$ cat config.mk
export PLATFORM = sky130hd
export DESIGN_NAME = dma_top
export DESIGN_NICKNAME = d
export VERILOG_FILES = /design/src/hdl/dma_pkg.sv /design/src/hdl/dma_cmd_table.sv /design/src/hdl/dma_source_port.sv /design/src/hdl/dma_sink_port.sv /design/src/hdl/dma_channel.sv /design/src/hdl/dma_top.sv
export VERILOG_INCLUDE_DIRS = /design/src /design/src/hdl
export SDC_FILE = /design/constraint.sdc
export NUM_CORES = 2
export LEC_CHECK = 0
export BUFFER_PORTS_ARGS = -buffer_cell sky130_fd_sc_hd__clkbuf_2
export CORE_MARGIN = 10
export CORE_UTILIZATION = 57
export CTS_CLUSTER_DIAMETER = 80
export DETAILED_ROUTE_END_ITERATION = 6
export HOLD_SLACK_MARGIN = 0.06
export PLACE_DENSITY = 0.76
export SETUP_SLACK_MARGIN = 0.5
export SLEW_MARGIN = 20
export SYNTH_ARGS = -nofsm -noshare
export SYNTH_HDL_FRONTEND = slang
export SYNTH_HIERARCHICAL = 1
export SYNTH_SLANG_ARGS = --single-unit
$ cat constraint.sdc
create_clock -name clk -period 15.5 [get_ports clk]
set_input_delay 2.325 -clock clk [delete_from_list [all_inputs] [get_ports clk]]
set_output_delay 2.325 -clock clk [all_outputs]
set_load 0.01 [all_outputs]
$ cat src/hdl/dma_config.svh
`ifndef DMA_CONFIG_SVH
`define DMA_CONFIG_SVH

// Channel n always feeds sink n
`define DMA_CHANNELS 2

// Entries in the shared command table
`define DMA_CMD_DEPTH 8

// Word addresses on both FIFO sides
`define DMA_ADDR_W 32

`define DMA_DATA_W 32

// Word counts and FIFO block sizes
`define DMA_COUNT_W 24

`endif

$ cat src/hdl/dma_pkg.sv
`include "dma_config.svh"

package dma_pkg;

  typedef logic [`DMA_ADDR_W-1:0] addr_t;
  typedef logic [`DMA_DATA_W-1:0] data_t;
  typedef logic [`DMA_COUNT_W-1:0] count_t;
  typedef logic [$clog2(`DMA_CMD_DEPTH)-1:0] ip_t;

  // One command table entry
  typedef struct packed {
    addr_t  src_addr;
    addr_t  dest_addr;
    count_t count;
    logic   cont;
    logic   src_rst;
    logic   dest_rst;
    ip_t    next;
  } cmd_t;

  typedef struct packed {
    logic enable;
    ip_t  start_ip;
    logic src_inc;
    logic src_dec;
    logic dest_inc;
    logic dest_dec;
  } chan_ctrl_t;

  typedef struct packed {
    logic busy;
    logic finished;
  } chan_status_t;

  typedef struct packed {
    logic   enable;
    addr_t  address;
    count_t count;
    logic   addr_inc;
    logic   addr_dec;
    logic   activate;
    logic   strobe;
    logic   flush;
  } src_req_t;

  typedef struct packed {
    logic   ready;
    count_t size;
    data_t  data;
  } src_rsp_t;

  // Sink side has two ping-pong halves
  typedef struct packed {
    logic       enable;
    addr_t      address;
    count_t     count;
    logic       addr_inc;
    logic       addr_dec;
    logic [1:0] activate;
    logic       strobe;
    data_t      data;
    logic       flush;
  } snk_req_t;

  typedef struct packed {
    logic [1:0] ready;
    count_t     size;
  } snk_rsp_t;

  typedef enum logic [2:0] {
    IDLE,
    SETUP_CHANNEL,
    SETUP_COMMAND,
    ACTIVE,
    END_COMMAND,
    FLUSH,
    FINISHED
  } chan_state_t;

endpackage

$ cat src/hdl/dma_cmd_table.sv
`timescale 1ns/1ns

`include "dma_config.svh"

module dma_cmd_table (
  input  logic          clk,
  input  logic          rst,
  input  logic          i_cmd_wr,
  input  dma_pkg::ip_t  i_cmd_addr,
  input  dma_pkg::cmd_t i_cmd,
  input  dma_pkg::ip_t  i_ip [`DMA_CHANNELS],
  output dma_pkg::cmd_t o_cmd [`DMA_CHANNELS]
);

  dma_pkg::cmd_t cmd_mem [`DMA_CMD_DEPTH];

  always_ff @(posedge clk) begin
    if (rst) begin
      for (int i = 0; i < `DMA_CMD_DEPTH; i++) begin
        cmd_mem[i] <= '0;
      end
    end else if (i_cmd_wr) begin
      cmd_mem[i_cmd_addr] <= i_cmd;
    end
  end

  // Each channel sees its current entry without delay
  always_comb begin
    for (int c = 0; c < `DMA_CHANNELS; c++) begin
      o_cmd[c] = cmd_mem[i_ip[c]];
    end
  end

  a_wr_addr_known: assert property (
    @(posedge clk) disable iff (rst)
    i_cmd_wr |-> !$isunknown(i_cmd_addr)
  ) else $error("command write with unknown address");

endmodule

$ cat src/hdl/dma_source_port.sv
`timescale 1ns/1ns

module dma_source_port (
  input  logic              clk,
  input  logic              rst,
  input  logic              i_load_addr,
  input  dma_pkg::addr_t    i_addr,
  input  logic              i_go,
  input  logic              i_drain,
  input  logic              i_inc,
  input  logic              i_dec,
  input  dma_pkg::src_rsp_t i_rsp,
  output dma_pkg::src_req_t o_req,
  output logic              o_block_empty,
  output logic              o_fire
);

  logic            activate_q;
  logic            strobe_q;
  logic            flush_q;
  dma_pkg::count_t blk_count_q;
  dma_pkg::addr_t  cur_addr_q;
  dma_pkg::addr_t  pub_addr_q;
  logic            words_left;
  logic            drain_strobe;

  assign words_left    = activate_q && (blk_count_q < i_rsp.size);
  assign o_fire        = words_left && i_go && !i_drain;
  // Drained words are read out but never reported
  assign drain_strobe  = words_left && i_drain;
  assign o_block_empty = !activate_q;

  always_ff @(posedge clk) begin
    if (rst) begin
      activate_q  <= 1'b0;
      strobe_q    <= 1'b0;
      flush_q     <= 1'b0;
      blk_count_q <= '0;
      cur_addr_q  <= '0;
      pub_addr_q  <= '0;
    end else begin
      strobe_q <= o_fire || drain_strobe;
      flush_q  <= i_drain;
      if (o_fire || drain_strobe) begin
        blk_count_q <= blk_count_q + 1'b1;
      end
      if (o_fire) begin
        if (i_inc) begin
          cur_addr_q <= cur_addr_q + 1'b1;
        end else if (i_dec) begin
          cur_addr_q <= cur_addr_q - 1'b1;
        end
      end
      if (activate_q && !words_left) begin
        activate_q <= 1'b0;
        pub_addr_q <= cur_addr_q;
      end else if (!activate_q && i_go && i_rsp.ready) begin
        activate_q  <= 1'b1;
        blk_count_q <= '0;
      end
      // New command base wins over a publish on the same edge
      if (i_load_addr) begin
        cur_addr_q <= i_addr;
        pub_addr_q <= i_addr;
      end
    end
  end

  always_comb begin
    o_req.enable   = 1'b0;
    o_req.count    = '0;
    o_req.address  = pub_addr_q;
    o_req.addr_inc = i_inc;
    o_req.addr_dec = i_dec;
    o_req.activate = activate_q;
    o_req.strobe   = strobe_q;
    o_req.flush    = flush_q;
  end

  a_strobe_in_block: assert property (
    @(posedge clk) disable iff (rst)
    o_req.strobe |-> o_req.activate
  ) else $error("source strobe outside an open block");

endmodule

$ cat src/hdl/dma_sink_port.sv
`timescale 1ns/1ns

module dma_sink_port (
  input  logic              clk,
  input  logic              rst,
  input  logic              i_load_addr,
  input  dma_pkg::addr_t    i_addr,
  input  logic              i_run,
  input  logic              i_write,
  input  dma_pkg::data_t    i_data,
  input  logic              i_close,
  input  logic              i_inc,
  input  logic              i_dec,
  input  dma_pkg::snk_rsp_t i_rsp,
  output dma_pkg::snk_req_t o_req,
  output logic              o_room
);

  logic [1:0]      activate_q;
  logic            strobe_q;
  logic            enable_q;
  dma_pkg::data_t  data_q;
  dma_pkg::count_t blk_count_q;
  dma_pkg::count_t fill;
  dma_pkg::addr_t  cur_addr_q;
  dma_pkg::addr_t  pub_addr_q;
  logic            half_open;
  logic            close_now;

  assign half_open = |activate_q;
  // Word in flight already holds a slot
  assign fill      = blk_count_q + dma_pkg::count_t'(i_write);
  assign o_room    = half_open && (fill < i_rsp.size);

  // An empty half survives an end of command but not a flush
  assign close_now = half_open && !i_write &&
                     ((blk_count_q >= i_rsp.size) ||
                      (i_close && ((blk_count_q != '0) || !i_run)));

  always_ff @(posedge clk) begin
    if (rst) begin
      activate_q  <= 2'b00;
      strobe_q    <= 1'b0;
      enable_q    <= 1'b0;
      blk_count_q <= '0;
      cur_addr_q  <= '0;
      pub_addr_q  <= '0;
    end else begin
      strobe_q <= i_write;
      enable_q <= i_run || half_open;
      if (i_write) begin
        blk_count_q <= blk_count_q + 1'b1;
        if (i_inc) begin
          cur_addr_q <= cur_addr_q + 1'b1;
        end else if (i_dec) begin
          cur_addr_q <= cur_addr_q - 1'b1;
        end
      end
      if (!half_open) begin
        if (i_run && (i_rsp.ready != 2'b00)) begin
          activate_q  <= i_rsp.ready[0] ? 2'b01 : 2'b10;
          blk_count_q <= '0;
        end
      end else if (close_now) begin
        activate_q <= 2'b00;
        pub_addr_q <= cur_addr_q;
      end
      if (i_load_addr) begin
        cur_addr_q <= i_addr;
        pub_addr_q <= i_addr;
      end
    end
  end

  always_ff @(posedge clk) begin
    if (i_write) begin
      data_q <= i_data;
    end
  end

  always_comb begin
    o_req.enable   = enable_q;
    o_req.address  = pub_addr_q;
    o_req.count    = '0;
    o_req.addr_inc = i_inc;
    o_req.addr_dec = i_dec;
    o_req.activate = activate_q;
    o_req.strobe   = strobe_q;
    o_req.data     = data_q;
    o_req.flush    = 1'b0;
  end

  a_strobe_in_half: assert property (
    @(posedge clk) disable iff (rst)
    o_req.strobe |-> (o_req.activate != 2'b00)
  ) else $error("sink strobe with no active half");

endmodule

$ cat src/hdl/dma_channel.sv
`timescale 1ns/1ns

module dma_channel (
  input  logic                  clk,
  input  logic                  rst,
  input  dma_pkg::chan_ctrl_t   i_ctrl,
  input  dma_pkg::cmd_t         i_cmd,
  output dma_pkg::ip_t          o_ip,
  output dma_pkg::chan_status_t o_status,
  input  dma_pkg::src_rsp_t     i_src,
  output dma_pkg::src_req_t     o_src,
  input  dma_pkg::snk_rsp_t     i_snk,
  output dma_pkg::snk_req_t     o_snk
);

  dma_pkg::chan_state_t state_q;
  dma_pkg::ip_t         ip_q;
  dma_pkg::count_t      issued_q;
  logic                 fired_q;
  logic                 run_q;
  logic                 flush_q;
  dma_pkg::src_req_t    src_req;
  dma_pkg::snk_req_t    snk_req;
  logic                 words_due;
  logic                 src_load;
  logic                 snk_load;
  logic                 src_go;
  logic                 src_drain;
  logic                 src_empty;
  logic                 src_fire;
  logic                 snk_run;
  logic                 snk_close;
  logic                 snk_room;

  assign words_due = issued_q < i_cmd.count;

  assign src_load = (state_q == dma_pkg::SETUP_CHANNEL) ||
                    ((state_q == dma_pkg::SETUP_COMMAND) && i_cmd.src_rst);
  assign snk_load = (state_q == dma_pkg::SETUP_CHANNEL) ||
                    ((state_q == dma_pkg::SETUP_COMMAND) && i_cmd.dest_rst);

  // Strobe only with an open sink half that still has room
  assign src_go    = (state_q == dma_pkg::ACTIVE) && i_ctrl.enable && snk_room && words_due;
  assign src_drain = (state_q == dma_pkg::FLUSH);

  assign snk_run   = i_ctrl.enable && (state_q inside {dma_pkg::SETUP_COMMAND,
                                                       dma_pkg::ACTIVE,
                                                       dma_pkg::END_COMMAND});
  assign snk_close = (state_q == dma_pkg::END_COMMAND) || (state_q == dma_pkg::FLUSH);

  always_ff @(posedge clk) begin
    if (rst) begin
      state_q  <= dma_pkg::IDLE;
      ip_q     <= '0;
      issued_q <= '0;
      fired_q  <= 1'b0;
      run_q    <= 1'b0;
      flush_q  <= 1'b0;
    end else begin
      fired_q <= src_fire;
      run_q   <= state_q inside {dma_pkg::SETUP_COMMAND, dma_pkg::ACTIVE,
                                 dma_pkg::END_COMMAND};
      flush_q <= (state_q == dma_pkg::FLUSH);
      if (src_fire) begin
        issued_q <= issued_q + 1'b1;
      end
      case (state_q)
        dma_pkg::IDLE: begin
          if (i_ctrl.enable) begin
            ip_q    <= i_ctrl.start_ip;
            state_q <= dma_pkg::SETUP_CHANNEL;
          end
        end
        dma_pkg::SETUP_CHANNEL: begin
          state_q <= dma_pkg::SETUP_COMMAND;
        end
        dma_pkg::SETUP_COMMAND: begin
          issued_q <= '0;
          state_q  <= dma_pkg::ACTIVE;
        end
        dma_pkg::ACTIVE: begin
          if (!i_ctrl.enable) begin
            state_q <= dma_pkg::FLUSH;
          end else if (!words_due && !fired_q) begin
            // Last word has reached the sink
            state_q <= dma_pkg::END_COMMAND;
          end
        end
        dma_pkg::END_COMMAND: begin
          if (i_cmd.cont) begin
            ip_q    <= i_cmd.next;
            state_q <= dma_pkg::SETUP_COMMAND;
          end else begin
            state_q <= dma_pkg::FLUSH;
          end
        end
        dma_pkg::FLUSH: begin
          if (src_empty && (snk_req.activate == 2'b00)) begin
            state_q <= dma_pkg::FINISHED;
          end
        end
        dma_pkg::FINISHED: begin
          if (!i_ctrl.enable) begin
            state_q <= dma_pkg::IDLE;
          end
        end
        default: begin
          state_q <= dma_pkg::IDLE;
        end
      endcase
    end
  end

  dma_source_port dma_source_port_i (
    .clk           (clk),
    .rst           (rst),
    .i_load_addr   (src_load),
    .i_addr        (i_cmd.src_addr),
    .i_go          (src_go),
    .i_drain       (src_drain),
    .i_inc         (i_ctrl.src_inc),
    .i_dec         (i_ctrl.src_dec),
    .i_rsp         (i_src),
    .o_req         (src_req),
    .o_block_empty (src_empty),
    .o_fire        (src_fire)
  );

  // Sink takes the word the source presents while its strobe is up
  dma_sink_port dma_sink_port_i (
    .clk         (clk),
    .rst         (rst),
    .i_load_addr (snk_load),
    .i_addr      (i_cmd.dest_addr),
    .i_run       (snk_run),
    .i_write     (fired_q),
    .i_data      (i_src.data),
    .i_close     (snk_close),
    .i_inc       (i_ctrl.dest_inc),
    .i_dec       (i_ctrl.dest_dec),
    .i_rsp       (i_snk),
    .o_req       (snk_req),
    .o_room      (snk_room)
  );

  always_comb begin
    o_src        = src_req;
    o_src.enable = run_q;
    o_src.count  = i_cmd.count;
    o_snk        = snk_req;
    o_snk.count  = i_cmd.count;
    o_snk.flush  = flush_q;
  end

  assign o_ip              = ip_q;
  assign o_status.busy     = (state_q != dma_pkg::IDLE);
  assign o_status.finished = (state_q == dma_pkg::FINISHED);

endmodule

$ cat src/hdl/dma_top.sv
`timescale 1ns/1ns

`include "dma_config.svh"

module dma_top (
  input  logic                  clk,
  input  logic                  rst,
  input  logic                  i_cmd_wr,
  input  dma_pkg::ip_t          i_cmd_addr,
  input  dma_pkg::cmd_t         i_cmd,
  input  dma_pkg::chan_ctrl_t   i_ctrl   [`DMA_CHANNELS],
  output dma_pkg::chan_status_t o_status [`DMA_CHANNELS],
  output dma_pkg::src_req_t     o_src    [`DMA_CHANNELS],
  input  dma_pkg::src_rsp_t     i_src    [`DMA_CHANNELS],
  output dma_pkg::snk_req_t     o_snk    [`DMA_CHANNELS],
  input  dma_pkg::snk_rsp_t     i_snk    [`DMA_CHANNELS]
);

  dma_pkg::ip_t  chan_ip  [`DMA_CHANNELS];
  dma_pkg::cmd_t chan_cmd [`DMA_CHANNELS];

  dma_cmd_table dma_cmd_table_i (
    .clk        (clk),
    .rst        (rst),
    .i_cmd_wr   (i_cmd_wr),
    .i_cmd_addr (i_cmd_addr),
    .i_cmd      (i_cmd),
    .i_ip       (chan_ip),
    .o_cmd      (chan_cmd)
  );

  // Channel n drives sink n
  for (genvar g = 0; g < `DMA_CHANNELS; g++) begin : g_chan
    dma_channel dma_channel_i (
      .clk      (clk),
      .rst      (rst),
      .i_ctrl   (i_ctrl[g]),
      .i_cmd    (chan_cmd[g]),
      .o_ip     (chan_ip[g]),
      .o_status (o_status[g]),
      .i_src    (i_src[g]),
      .o_src    (o_src[g]),
      .i_snk    (i_snk[g]),
      .o_snk    (o_snk[g])
    );
  end

endmodule

==> flow_metrics.tcl <==
set metrics [dict create \
    run_status "complete, no violations" \
    cpMostUsedCell "a21o_1" \
    pwr_density_cell_nw_per_um2 126 \
    peakVddDrop_v 0.000123 \
    rows 130 \
    antenna_found_initial 9 \
    crit_fanout 17 \
    wl_um 217000 \
    whs_path_depth 2 \
    core_um2 126000 \
    cp_slowest_stage_delay_ns 0.92 \
    p_sw_w 0.00322 \
    grt_pass1_wl_um 327000 \
    insertion_delay_ns 0.79 \
    p_comb_share_pct 26.6 \
    relSlewSlack_pct 22.7 \
    wl_met2_um 102000 \
    highest_layer "met5" \
    p_leak_nw 29.9 \
    final_hold_viol_count 0 \
    numCtsBuffers 139 \
    initialDrtViolationCount 5961 \
    finalCritPeriodShare_pct 45.4 \
    setup_violations 0 \
    dpl.hpwl_um 141000 \
    crit_slowest_cell "a2111oi_2" \
    ys_warn_count 6 \
    port_buffers 599 \
    grt_pass1_vias 55100 \
    synthToLayoutAreaGrowth_pct 10.5 \
    nets 7414 \
    synth_area_per_cell_um2 11.0 \
    grt_overflow_total 0 \
    grt_start_max_net_pins 204 \
    crit_family "compound AO/OA/AOI/OAI gates" \
    grtUsageTotal_pct 29.6 \
    seqPwrFrac_pct 40.5 \
    syn_area_um2 72500 \
    tightest_slew_ns 1.15 \
    reg2reg_depth 24 \
    routedLengthMet1_um 82500 \
    root_buffer "clkbuf_16" \
    swShare_pct 32.0 \
    clock_sinks 1248 \
    cp.required_ns 16.15 \
    drive_above_1_share_pct 22.0 \
    cts_buffer_depth 3 \
    fmax_mhz 142 \
    io_pins 600 \
    drc 0 \
    critical_path_buf_inv_count 2 \
    path_cells "clkbuf_2, inv_1, ha_1, a21o_1, a21o_1, a21o_1, a21o_1, a2111oi_2, o21ai_1, a2111oi_2, nand4_1, nor3_1, o21ai_0, a211oi_1, o2111ai_2, nor2_1, nand3_1, mux2_1" \
    clk_pin_slew_worst_paths_ns 0.06 \
    dieHeight_um 377 \
    vias_per_cell 6.51 \
    dr.pass1.iters 6 \
    finalSetupTns_ns 0 \
    cp.arrival_ns 7.69 \
    wl_per_cell_um 25.3 \
    ff2ff_setup_slack_ns 8.57 \
    p_int_w 0.00685 \
    fin_crit_ns 7.04 \
    postCtsHoldBufs 0 \
    htree_levels 4 \
    endpoint_kind "flip-flop" \
    wl_met3_um 23900 \
    die_area_um2 142000 \
    dieWidth_um 377 \
    cts_resized 0 \
    final_util_pct 63.6 \
    rsz0062_at_grt "false" \
    via_count 55900 \
    clock_skew_ns 0.0313 \
    ant_nets 0 \
    r2r_start "g_chan[1].dma_channel_i/fired_q" \
    tritoncts "built" \
    synth_nets 7178 \
    drv_slew 0 \
    crit_path_start_kind "primary input" \
    gp_congestion 0.934 \
    hold_path.class "flip-flop to flip-flop" \
    maxCapViolations 0 \
    cts_setup_buffers 0 \
    synthCells 6574 \
    initial_core_util_pct 57.6 \
    p_clk_share_pct 32.9 \
    crit_type "primary input to flip-flop" \
]
how the worst max path moves through the flow:
| stage | start | to | slack [ns] | cells past startpoint |
|---|---|---|---|---|
| 6_report | i_snk[1] | flip-flop | 8.46 | 18 |
| 5_1_grt | flip-flop | flip-flop | 8.25 | 24 |
| 4_1_cts | i_snk[1] | flip-flop | 8.52 | 18 |
| 3_5_place_dp | i_snk[1] | flip-flop | 7.76 | 18 |
| 3_3_place_gp | i_snk[27] | flip-flop | 7.58 | 17 |
| 2_1_floorplan | i_cmd_addr[0] | dma_cmd_table_i/cmd_mem[2][0] | 7.31 | 5 |
final cells by class:
type	count	area (µm²)
Antenna cell	5	12.5
Clock buffer	181	3790
Clock inverter	75	744
Fill cell	9765	45800
Inverter	389	1460
Multi-Input combinational cell	4357	35100
Sequential cell	1248	33200
Tap cell	1650	2060
Timing Repair Buffer	675	3670
metal layers:
layer | track usage (%) | up-vias
met1 | 38.5 | 27200
met3 | 6.87 | 444
li1 | - | 25200
met2 | 47.8 | 3034
met4 | 11.9 | 6
met5 | 0 | -
cell usage in the layout, fill, tap and decap left out, types with 78 or more instances in the layout:
master	count
mux4_2	376
nor2_1	416
clkbuf_2	598
a21oi_1	377
xor2_1	110
nand2_1	296
nand3_1	93
nor3_1	821
dfxtp_1	424
clkbuf_16	145
ha_1	318
o21ai_0	166
edfxtp_1	816
inv_1	294
a21o_1	119
a211oi_1	86
nand4_1	78
mux2_2	188
mux2i_1	82
xnor2_1	116
clkinv_1	120
registers in the layout, indices dropped and copies added, names as in the netlist, 64 cells and up:
| signal | cells |
|---|---|
| g_chan.dma_channel_i/dma_source_port_i/pub_addr_q | 64 |
| g_chan.dma_channel_i/dma_source_port_i/cur_addr_q | 64 |
| g_chan.dma_channel_i/dma_sink_port_i/pub_addr_q | 64 |
| dma_cmd_table_i/cmd_mem | 752 |
| g_chan.dma_channel_i/dma_sink_port_i/cur_addr_q | 64 |
| g_chan.dma_channel_i/dma_sink_port_i/data_q | 64 |
power groups by stage:
| stage | logic [W] | clock network (W) | registers, W |
|---|---|---|---|
| detailed placement | 0.00262 | 0 | 0.00415 |
| CTS | 0.00264 | 0.00335 | 0.00409 |
| global placement | 0.00258 | 0 | 0.00413 |
| global route | 0.00288 | 0.00348 | 0.00412 |
| floorplan | 0.00192 | 0 | 0.00410 |
| finish | 0.00268 | 0.00331 | 0.00408 |
stage by stage:
| stage | total power (W) | std cells | setup slack [ns] | instance area [µm²] | hold WS, ns |
|---|---|---|---|---|---|
| floorplan | 0.00602 | 6574 | 7.31 | 72500 | 0.445 |
| global placement | 0.00671 | 8316 | 7.58 | 75400 | 0.464 |
| detailed placement | 0.00677 | 8317 | 7.76 | 75400 | 0.471 |
| CTS | 0.0101 | 8573 | 8.52 | 80000 | 0.479 |
| global route | 0.0105 | 8576 | 8.25 | 80000 | 0.495 |
| finish | 0.0101 | 8580 | 8.46 | 80100 | 0.483 |
tightest hold or removal path: cells and delay by family (launching register included):
family          cells  cell delay, ns
simple gates        1            0.06
compound gates      1            0.05
flops               1            0.33
(Power assumes the default switching activity.)
